--- src/verilog/synth_pkg.sv ---
package synth_pkg;

	// ==========================================================================
	// Widths and counts
	// ==========================================================================
	localparam int OCT_BITS = 4;
	localparam int OSC_PERIOD_BITS = 10;                // Includes the implied leading one
	localparam int PITCH_BITS = OCT_BITS + OSC_PERIOD_BITS - 1;
	localparam int SWEEP_PERIOD_BITS = 4;
	localparam int WAVE_BITS = 2;
	localparam int SLOT_BITS = 5;                       // 32 cycles per sample frame
	localparam int DIVIDER_BITS = 17;
	localparam int LOG2_SWEEP_UPDATE_PERIOD = 2;        // Sweeps run two octaves below pitch
	localparam int NUM_OSCS = 2;
	localparam int CFG_WORDS = 4;
	localparam int CFG_ADDR_BITS = 2;

	// Register file layout
	localparam int OSC_PERIOD_BASE = 0;                 // Word index
	localparam int SWEEP_BASE8 = 4;                     // Byte index

	// ==========================================================================
	// Shared types
	// ==========================================================================
	typedef logic [15:0] cfg_word_t;
	typedef cfg_word_t [CFG_WORDS-1:0] cfg_array_t;
	typedef logic [CFG_ADDR_BITS-1:0] cfg_addr_t;
	typedef logic [1:0] byte_en_t;
	typedef logic [SLOT_BITS-1:0] slot_t;
	typedef logic [$clog2(NUM_OSCS)-1:0] osc_index_t;
	typedef logic [OSC_PERIOD_BITS-1:0] osc_period_t;
	typedef logic [SWEEP_PERIOD_BITS-1:0] sweep_period_t;
	typedef logic [WAVE_BITS-1:0] wave_t;
	typedef logic [OCT_BITS-1:0] oct_t;
	typedef logic [PITCH_BITS-1:0] pitch_t;
	typedef logic [DIVIDER_BITS:0] oct_enables_t;     // Bit 0 is always set

endpackage

--- src/verilog/cfg_write_if.sv ---
`timescale 1ns/1ps

// One write port into the configuration register file
interface cfg_write_if import synth_pkg::*; ();
	byte_en_t we;       // Byte enables, no write when zero
	cfg_addr_t addr;
	cfg_word_t data;
	logic granted;      // Port may write this cycle

	modport initiator (
		output we,
		output addr,
		output data,
		input  granted
	);

	modport target (
		input  we,
		input  addr,
		input  data,
		output granted
	);
endinterface

--- src/verilog/cfg_host_port.sv ---
`timescale 1ns/1ps

module cfg_host_port import synth_pkg::*; (
	input  logic clk,
	input  logic reset,
	input  logic [7:0] cfg_data,
	input  logic [CFG_ADDR_BITS:0] cfg_addr,   // Word in upper bits, byte select in bit 0
	input  logic cfg_strobe,
	cfg_write_if.initiator wr
);
	logic [1:0] strobe_sync;
	logic strobe;
	logic prev_strobe;
	logic strobed;

	assign strobe = strobe_sync[0];

	// Two stage synchronizer, edge memory held while the port is locked out
	always_ff @(posedge clk) begin
		if (reset) begin
			strobe_sync <= '0;
			prev_strobe <= 1'b0;
		end else begin
			strobe_sync <= {cfg_strobe, strobe_sync[1]};
			if (wr.granted)
				prev_strobe <= strobe;   // Denied edge is retried next cycle
		end
	end

	assign strobed = strobe & ~prev_strobe;

	// Byte write, same byte on both halves
	assign wr.we = {strobed & cfg_addr[0], strobed & ~cfg_addr[0]};
	assign wr.addr = cfg_addr[CFG_ADDR_BITS:1];
	assign wr.data = {cfg_data, cfg_data};
endmodule

--- src/verilog/cfg_store.sv ---
`timescale 1ns/1ps

module cfg_store import synth_pkg::*; (
	input  logic clk,
	input  logic reset,
	cfg_write_if.target host,
	cfg_write_if.target sweep,
	output cfg_array_t cfg
);
	logic sweep_active;
	byte_en_t we;
	cfg_addr_t addr;
	cfg_word_t data;

	// ==========================================================================
	// Fixed priority arbiter, sweep side first
	// ==========================================================================
	assign sweep_active = |sweep.we;
	assign host.granted = ~sweep_active;
	assign sweep.granted = 1'b1;

	assign we = sweep_active ? sweep.we : host.we;
	assign addr = sweep_active ? sweep.addr : host.addr;
	assign data = sweep_active ? sweep.data : host.data;

	// ==========================================================================
	// Register file
	// ==========================================================================
	always_ff @(posedge clk) begin
		if (reset) begin
			cfg <= '1;   // All ones keeps every counter disabled
		end else begin
			for (int i = 0; i < CFG_WORDS; i++) begin
				if (addr == cfg_addr_t'(i)) begin
					for (int b = 0; b < $bits(byte_en_t); b++) begin
						if (we[b])
							cfg[i][8*b +: 8] <= data[8*b +: 8];
					end
				end
			end
		end
	end
endmodule

--- src/verilog/frame_timer.sv ---
`timescale 1ns/1ps

module frame_timer import synth_pkg::*; (
	input  logic clk,
	input  logic reset,
	output logic slot_valid,
	output osc_index_t osc_index,
	output oct_enables_t oct_enables
);
	slot_t slot;
	logic [SLOT_BITS:0] next_slot;
	logic frame_end;
	logic [DIVIDER_BITS-1:0] divider;
	logic [DIVIDER_BITS-1:0] next_divider;

	assign next_slot = {1'b0, slot} + 1'b1;
	assign frame_end = next_slot[SLOT_BITS];   // Slot 31
	assign next_divider = divider + 1'b1;

	always_ff @(posedge clk) begin
		if (reset) begin
			slot <= '0;
			divider <= '0;
		end else begin
			slot <= next_slot[SLOT_BITS-1:0];
			if (frame_end)
				divider <= next_divider;
		end
	end

	// One pulse per rising bit of the divider, octave 0 runs every frame
	assign oct_enables = {next_divider & ~divider, 1'b1};

	assign slot_valid = slot < NUM_OSCS;
	assign osc_index = slot[$bits(osc_index_t)-1:0];
endmodule

--- src/verilog/phase_counter.sv ---
`timescale 1ns/1ps

module phase_counter import synth_pkg::*; #(
	parameter type count_t = logic [3:0],
	parameter int LOG2_STEP = 0
) (
	input  logic clk,
	input  logic reset,
	input  logic enable,
	input  osc_index_t index,
	input  count_t period,
	output logic trigger
);
	count_t count [NUM_OSCS];
	count_t cur;
	count_t next_count;

	assign cur = count[index];
	assign trigger = enable & ((cur >> LOG2_STEP) == '0);   // Next step would wrap
	assign next_count = cur + (trigger ? period : count_t'(0)) - count_t'(1 << LOG2_STEP);

	always_ff @(posedge clk) begin
		if (reset) begin
			for (int i = 0; i < NUM_OSCS; i++)
				count[i] <= '0;
		end else if (enable) begin
			count[index] <= next_count;
		end
	end
endmodule

--- src/verilog/saw_bank.sv ---
`timescale 1ns/1ps

module saw_bank import synth_pkg::*; (
	input  logic clk,
	input  logic reset,
	input  logic slot_valid,
	input  osc_index_t osc_index,
	input  oct_enables_t oct_enables,
	input  cfg_array_t cfg,
	output logic [NUM_OSCS*WAVE_BITS-1:0] wave_out
);
	osc_period_t osc_period [NUM_OSCS];
	oct_t osc_oct [NUM_OSCS];
	wave_t saw [NUM_OSCS];
	oct_t cur_oct;
	logic saw_en;
	logic trigger;

	// ==========================================================================
	// Field decode
	// ==========================================================================
	for (genvar i = 0; i < NUM_OSCS; i++) begin : g_decode
		// Mantissa gets its implied leading one
		assign osc_period[i] = {1'b1, cfg[OSC_PERIOD_BASE+i][OSC_PERIOD_BITS-2:0]};
		assign osc_oct[i] = cfg[OSC_PERIOD_BASE+i][OSC_PERIOD_BITS-2+OCT_BITS -: OCT_BITS];
	end

	assign cur_oct = osc_oct[osc_index];
	assign saw_en = oct_enables[cur_oct] & ~&cur_oct;   // Octave 15 means off

	// ==========================================================================
	// Shared phase counter and saw registers
	// ==========================================================================
	phase_counter #(
		.count_t(osc_period_t),
		.LOG2_STEP(WAVE_BITS)
	) saw_counter (
		.clk(clk),
		.reset(reset),
		.enable(slot_valid & saw_en),
		.index(osc_index),
		.period(osc_period[osc_index]),
		.trigger(trigger)
	);

	always_ff @(posedge clk) begin
		if (reset) begin
			for (int i = 0; i < NUM_OSCS; i++)
				saw[i] <= '0;
		end else if (trigger) begin
			saw[osc_index] <= saw[osc_index] + 1'b1;
		end
	end

	for (genvar i = 0; i < NUM_OSCS; i++) begin : g_out
		assign wave_out[i*WAVE_BITS +: WAVE_BITS] = saw[i];   // Saw 0 in the low bits
	end
endmodule

--- src/verilog/sweep_unit.sv ---
`timescale 1ns/1ps

module sweep_unit import synth_pkg::*; (
	input  logic clk,
	input  logic reset,
	input  logic slot_valid,
	input  osc_index_t osc_index,
	input  oct_enables_t oct_enables,
	input  cfg_array_t cfg,
	cfg_write_if.initiator wr
);
	logic [7:0] sweep_cfg [NUM_OSCS];
	sweep_period_t sweep_period [NUM_OSCS];
	oct_t sweep_oct [NUM_OSCS];
	logic sweep_down [NUM_OSCS];
	oct_t cur_oct;
	logic [OCT_BITS:0] enable_bit;
	logic sweep_en;
	logic trigger;
	logic cur_down;
	pitch_t cur_pitch;
	pitch_t next_pitch;
	logic at_min;
	logic at_max;
	logic do_sweep;

	// ==========================================================================
	// Sweep byte decode
	// ==========================================================================
	for (genvar i = 0; i < NUM_OSCS; i++) begin : g_decode
		assign sweep_cfg[i] = cfg[(SWEEP_BASE8+i)/2][((SWEEP_BASE8+i)%2)*8 +: 8];
		assign sweep_period[i] = {1'b1, sweep_cfg[i][SWEEP_PERIOD_BITS-2:0]};
		assign sweep_oct[i] = sweep_cfg[i][SWEEP_PERIOD_BITS-2+OCT_BITS -: OCT_BITS];
		assign sweep_down[i] = sweep_cfg[i][7];
	end

	// Enable taken a fixed number of octaves below the oscillators
	assign cur_oct = sweep_oct[osc_index];
	assign enable_bit = {1'b0, cur_oct} + (OCT_BITS+1)'(LOG2_SWEEP_UPDATE_PERIOD);
	assign sweep_en = oct_enables[enable_bit] & ~&cur_oct;

	phase_counter #(
		.count_t(sweep_period_t),
		.LOG2_STEP(0)
	) sweep_counter (
		.clk(clk),
		.reset(reset),
		.enable(slot_valid & sweep_en),
		.index(osc_index),
		.period(sweep_period[osc_index]),
		.trigger(trigger)
	);

	// ==========================================================================
	// Pitch step with clamping
	// ==========================================================================
	assign cur_down = sweep_down[osc_index];
	assign cur_pitch = cfg[OSC_PERIOD_BASE+osc_index][PITCH_BITS-1:0];
	assign next_pitch = cur_down ? cur_pitch - 1'b1 : cur_pitch + 1'b1;
	assign at_min = cur_pitch == '0;
	assign at_max = &cur_pitch;
	assign do_sweep = trigger & (cur_down ? ~at_min : ~at_max);

	// Whole word rewrite, upper bits cleared
	assign wr.we = {$bits(byte_en_t){do_sweep}};
	assign wr.addr = cfg_addr_t'(OSC_PERIOD_BASE + osc_index);
	assign wr.data = cfg_word_t'(next_pitch);
endmodule

--- src/verilog/wave_synth_top.sv ---
`timescale 1ns/1ps

module wave_synth_top import synth_pkg::*; (
	input  logic clk,
	input  logic reset,
	input  logic [7:0] cfg_data,
	input  logic [CFG_ADDR_BITS:0] cfg_addr,
	input  logic cfg_strobe,
	output logic [NUM_OSCS*WAVE_BITS-1:0] wave_out
);
	logic slot_valid;
	osc_index_t osc_index;
	oct_enables_t oct_enables;
	cfg_array_t cfg;

	cfg_write_if host_wr ();
	cfg_write_if sweep_wr ();

	// ==========================================================================
	// Configuration path
	// ==========================================================================
	cfg_host_port host_port (
		.clk(clk),
		.reset(reset),
		.cfg_data(cfg_data),
		.cfg_addr(cfg_addr),
		.cfg_strobe(cfg_strobe),
		.wr(host_wr)
	);

	cfg_store store (
		.clk(clk),
		.reset(reset),
		.host(host_wr),
		.sweep(sweep_wr),
		.cfg(cfg)
	);

	// ==========================================================================
	// Timing, oscillators and sweeps
	// ==========================================================================
	frame_timer timer (
		.clk(clk),
		.reset(reset),
		.slot_valid(slot_valid),
		.osc_index(osc_index),
		.oct_enables(oct_enables)
	);

	saw_bank saws (
		.clk(clk),
		.reset(reset),
		.slot_valid(slot_valid),
		.osc_index(osc_index),
		.oct_enables(oct_enables),
		.cfg(cfg),
		.wave_out(wave_out)
	);

	sweep_unit sweeps (
		.clk(clk),
		.reset(reset),
		.slot_valid(slot_valid),
		.osc_index(osc_index),
		.oct_enables(oct_enables),
		.cfg(cfg),
		.wr(sweep_wr)
	);
endmodule
--- config.mk ---
export PLATFORM = sky130hd
export DESIGN_NAME = wave_synth_top
export DESIGN_NICKNAME = d
export VERILOG_FILES = /design/src/verilog/synth_pkg.sv /design/src/verilog/cfg_write_if.sv /design/src/verilog/cfg_host_port.sv /design/src/verilog/cfg_store.sv /design/src/verilog/frame_timer.sv /design/src/verilog/phase_counter.sv /design/src/verilog/saw_bank.sv /design/src/verilog/sweep_unit.sv /design/src/verilog/wave_synth_top.sv
export SDC_FILE = /design/constraint.sdc
export NUM_CORES = 1
export LEC_CHECK = 0
export BUFFER_PORTS_ARGS = -buffer_cell sky130_fd_sc_hd__buf_2
export CORE_MARGIN = 10
export CORE_UTILIZATION = 25
export CTS_CLUSTER_SIZE = 30
export DETAILED_ROUTE_END_ITERATION = 6
export PLACE_DENSITY = 0.45
export SLEW_MARGIN = 20
export SYNTH_ARGS = -nofsm -noshare
export SYNTH_HDL_FRONTEND = slang
export SYNTH_SLANG_ARGS = --single-unit
--- constraint.sdc ---
create_clock -name clk -period 8.2 [get_ports clk]
set_input_delay 0.82 -clock clk [delete_from_list [all_inputs] [get_ports clk]]
set_output_delay 0.82 -clock clk [all_outputs]
set_load 0.005 [all_outputs]
==> metrics <==
status complete, no violations; mux share of post-synthesis cell area 0.156; TritonCTS clock tree yes; Final GP Congestion between 0.7 and 0.8; Area Overhead vs Synth 10.9%; core region area about 25,000 um^2; cell count after synthesis about 680; pin slew with the least headroom to its limit about 1 ns; post-route ant nets 0; TritonCTS Buffers 9; fin. max-slew vios 0; Worst Path Arrival 5.54 ns; initial core utilization 0.252; YS warnings 0; adder-cell share of the synthesized area 0.109; xor and xnor area share after synthesis 0.0403; Max-Cap Viols 0; final wirelength about 16,000 um; die area about 32,000 um^2; maximum clock path buffer count 2; number of synthesized flops with an enable pin 32; clock sink count just under 100; Avg WL per Cell ~15 um; Worst Setup End Kind flop; crit-path max FO 15; die height 179 um; mean post-synth cell area 9.27 um^2; first-pass GRT wire length 25,300 um; worst reg-to-reg setup slack ~2.8 ns; Initial DRT Pass Iterations 5; layout cells sized above 1 0.111; GR Overflow Total 0; Clk Latency, worst-skew pair roughly 0.36 ns; worst hold path class reg2reg; setup TNS 0 ns; #FFs+latches synth a little under 100; Clock transition at path regs roughly 0.070 ns; DRT iter0 DRCs between 200 and 300; mapped cell area approximately 6300 um^2; largest net degree at the start of global routing 47; leak pwr 0.00266 uW; leading cell types in the layout, fill and taps excluded 80 x nand2_1, 65 x dfxtp_1, 63 x nor2_1, 62 x mux2i_1, 52 x inv_1; Netlist cell types 54; Worst EP required around 8.3 ns; port bufs 17; sequential fraction of the synthesis area 0.363; commonest non-fill, non-tap cell in the layout nand2_1; CTS root buffer clkbuf_16; Fmax achieved about 0.18 GHz; IR drop worst, VDD 0.0000769 V; RSZ-0062 raised after global routing false; PwrDens between 150 and 200 nW/um^2; row count 58; # setup viols final 0; number of global-route vias before repair 4,516; area fraction in and, or, nand and nor cells after synthesis 0.189; CTS Hold Buffers Added 0; via count between 4,000 and 5,000; DP HPWL ~12,000 um; Slew Limit Headroom 0.321; CP startpoint kind flop; total track usage 0.101; Synthesized Nets ~750; die width 179 um; nets@finish 748; CTS H-tree lvls 3; Design Power between 1000 and 1500 uW; Final period util 0.662; Worst Skew roughly 0.010 ns; post_cts resized 0; fin crit period 5.43 ns; initial antenna violation count 0; Fin. Hold Viols 0; fraction of registers with async set/reset 0; residual DRC count 0; Ant. Diodes 0; largest family of logic cells by synthesized area simple AND/OR/NAND/NOR gates; CP Class reg2reg; I/O pin count 18; vias per inst ~4.6; Setup Buffers After CTS 0; top_reg_cell synth dfxtp_1; complex-gate fraction of the synthesized area 0.0861
==> cell type report <==
type | count | area (um^2)
clock inverter | 4 | 30.0
multi-input combinational | 499 | 3660
inverter | 53 | 199
clock buffer | 12 | 289
sequential | 98 | 2280
tap | 330 | 413
fill | 2652 | 18000
timing repair buffer | 20 | 108
==> final timing paths <==
path	start	to	cells past startpoint
min	host_port.strobe_sync[1]$_SDFF_PP0_	host_port.strobe_sync[0]$_SDFF_PP0_	1
min reg2reg	host_port.strobe_sync[1]$_SDFF_PP0_	host_port.strobe_sync[0]$_SDFF_PP0_	1
max reg2reg	timer.divider[0]$_SDFFE_PP0P_	saws.saw_counter.count[0][9]$_SDFFCE_PN0P_	23
max	timer.divider[0]$_SDFFE_PP0P_	saws.saw_counter.count[0][9]$_SDFFCE_PN0P_	23
==> power by group <==
part	total [uW]	internal [uW]	switching, uW
clock	446	252	194
combinational	177	71.4	105
sequential	525	516	9.19
total	1150	839	309
==> per-stage QoR <==
stage	hold slack (ns)	setup slack, ns	area (um^2)	util	instances
6_report	0.445	2.77	6980	0.280	1016
5_1_grt	0.466	2.11	6980	0.280	1016
4_1_cts	0.454	2.76	6980	0.280	1016
3_5_place_dp	0.437	2.82	6660	0.267	1000
3_3_place_gp	0.442	3.00	6660	0.267	1000
2_1_floorplan	0.414	3.26	6290	-	679
==> cells in the mapped netlist, drive strengths merged (18+ instances only) <==
master	count	area [um^2]
mux2	26	297
a21oi	19	98.9
a211oi	18	135
inv	53	199
xnor2	22	193
nor2	63	236
edfxtp	32	961
nand2	80	300
mux2i	64	666
ha	50	626
dfxtp	66	1320
==> state kept, by name, summed over array words and instances (netlist names) <==
register,count
sweeps.sweep_counter.count,8
timer.slot,5
saws.saw,4
host_port.strobe_sync,2
host_port.prev_strobe,1
saws.saw_counter.count,20
timer.divider,16
store.cfg,42
==> worst max-delay path, cell delays in order, from the launching register on <==
cell,delay (ns)
dfxtp_1,0.47
ha_1,0.23
nand2_1,0.10
nor3_1,0.25
nand2_1,0.14
nor2_1,0.11
ha_1,0.18
mux2i_1,0.08
a211oi_1,0.25
a21oi_1,0.08
a221oi_2,0.75
and2_1,0.50
nand2_1,0.10
ha_1,0.33
fa_1,0.47
inv_1,0.07
a21o_1,0.12
a21oi_1,0.09
o21bai_1,0.13
a21oi_1,0.10
o21ai_0,0.25
xnor2_1,0.17
xnor2_1,0.17
nor2_1,0.06
==> kinds of logic (layout without fill, tap and decap cells) <==
family,after synthesis,count (layout)
AO/OA/AOI/OAI,79,79
XOR/XNOR,29,29
adder cells (fa/ha/maj),53,53
buffers and inverters,82,89
flip-flops,98,98
multiplexers,91,91
AND/OR/NAND/NOR,247,247
==> per-layer routing <==
| metal | global-route usage | part of all wire | vias up |
|---|---|---|---|
| met5 | 0 | 0 | - |
| met4 | 0.0324 | 0.013 | 0 |
| met3 | 0.0219 | 0.039 | 13 |
| met2 | 0.149 | 0.43 | 79 |
| met1 | 0.144 | 0.52 | 2180 |
| li1 | - | - | 2383 |
Note: power is estimated with default switching activity, not from simulation.
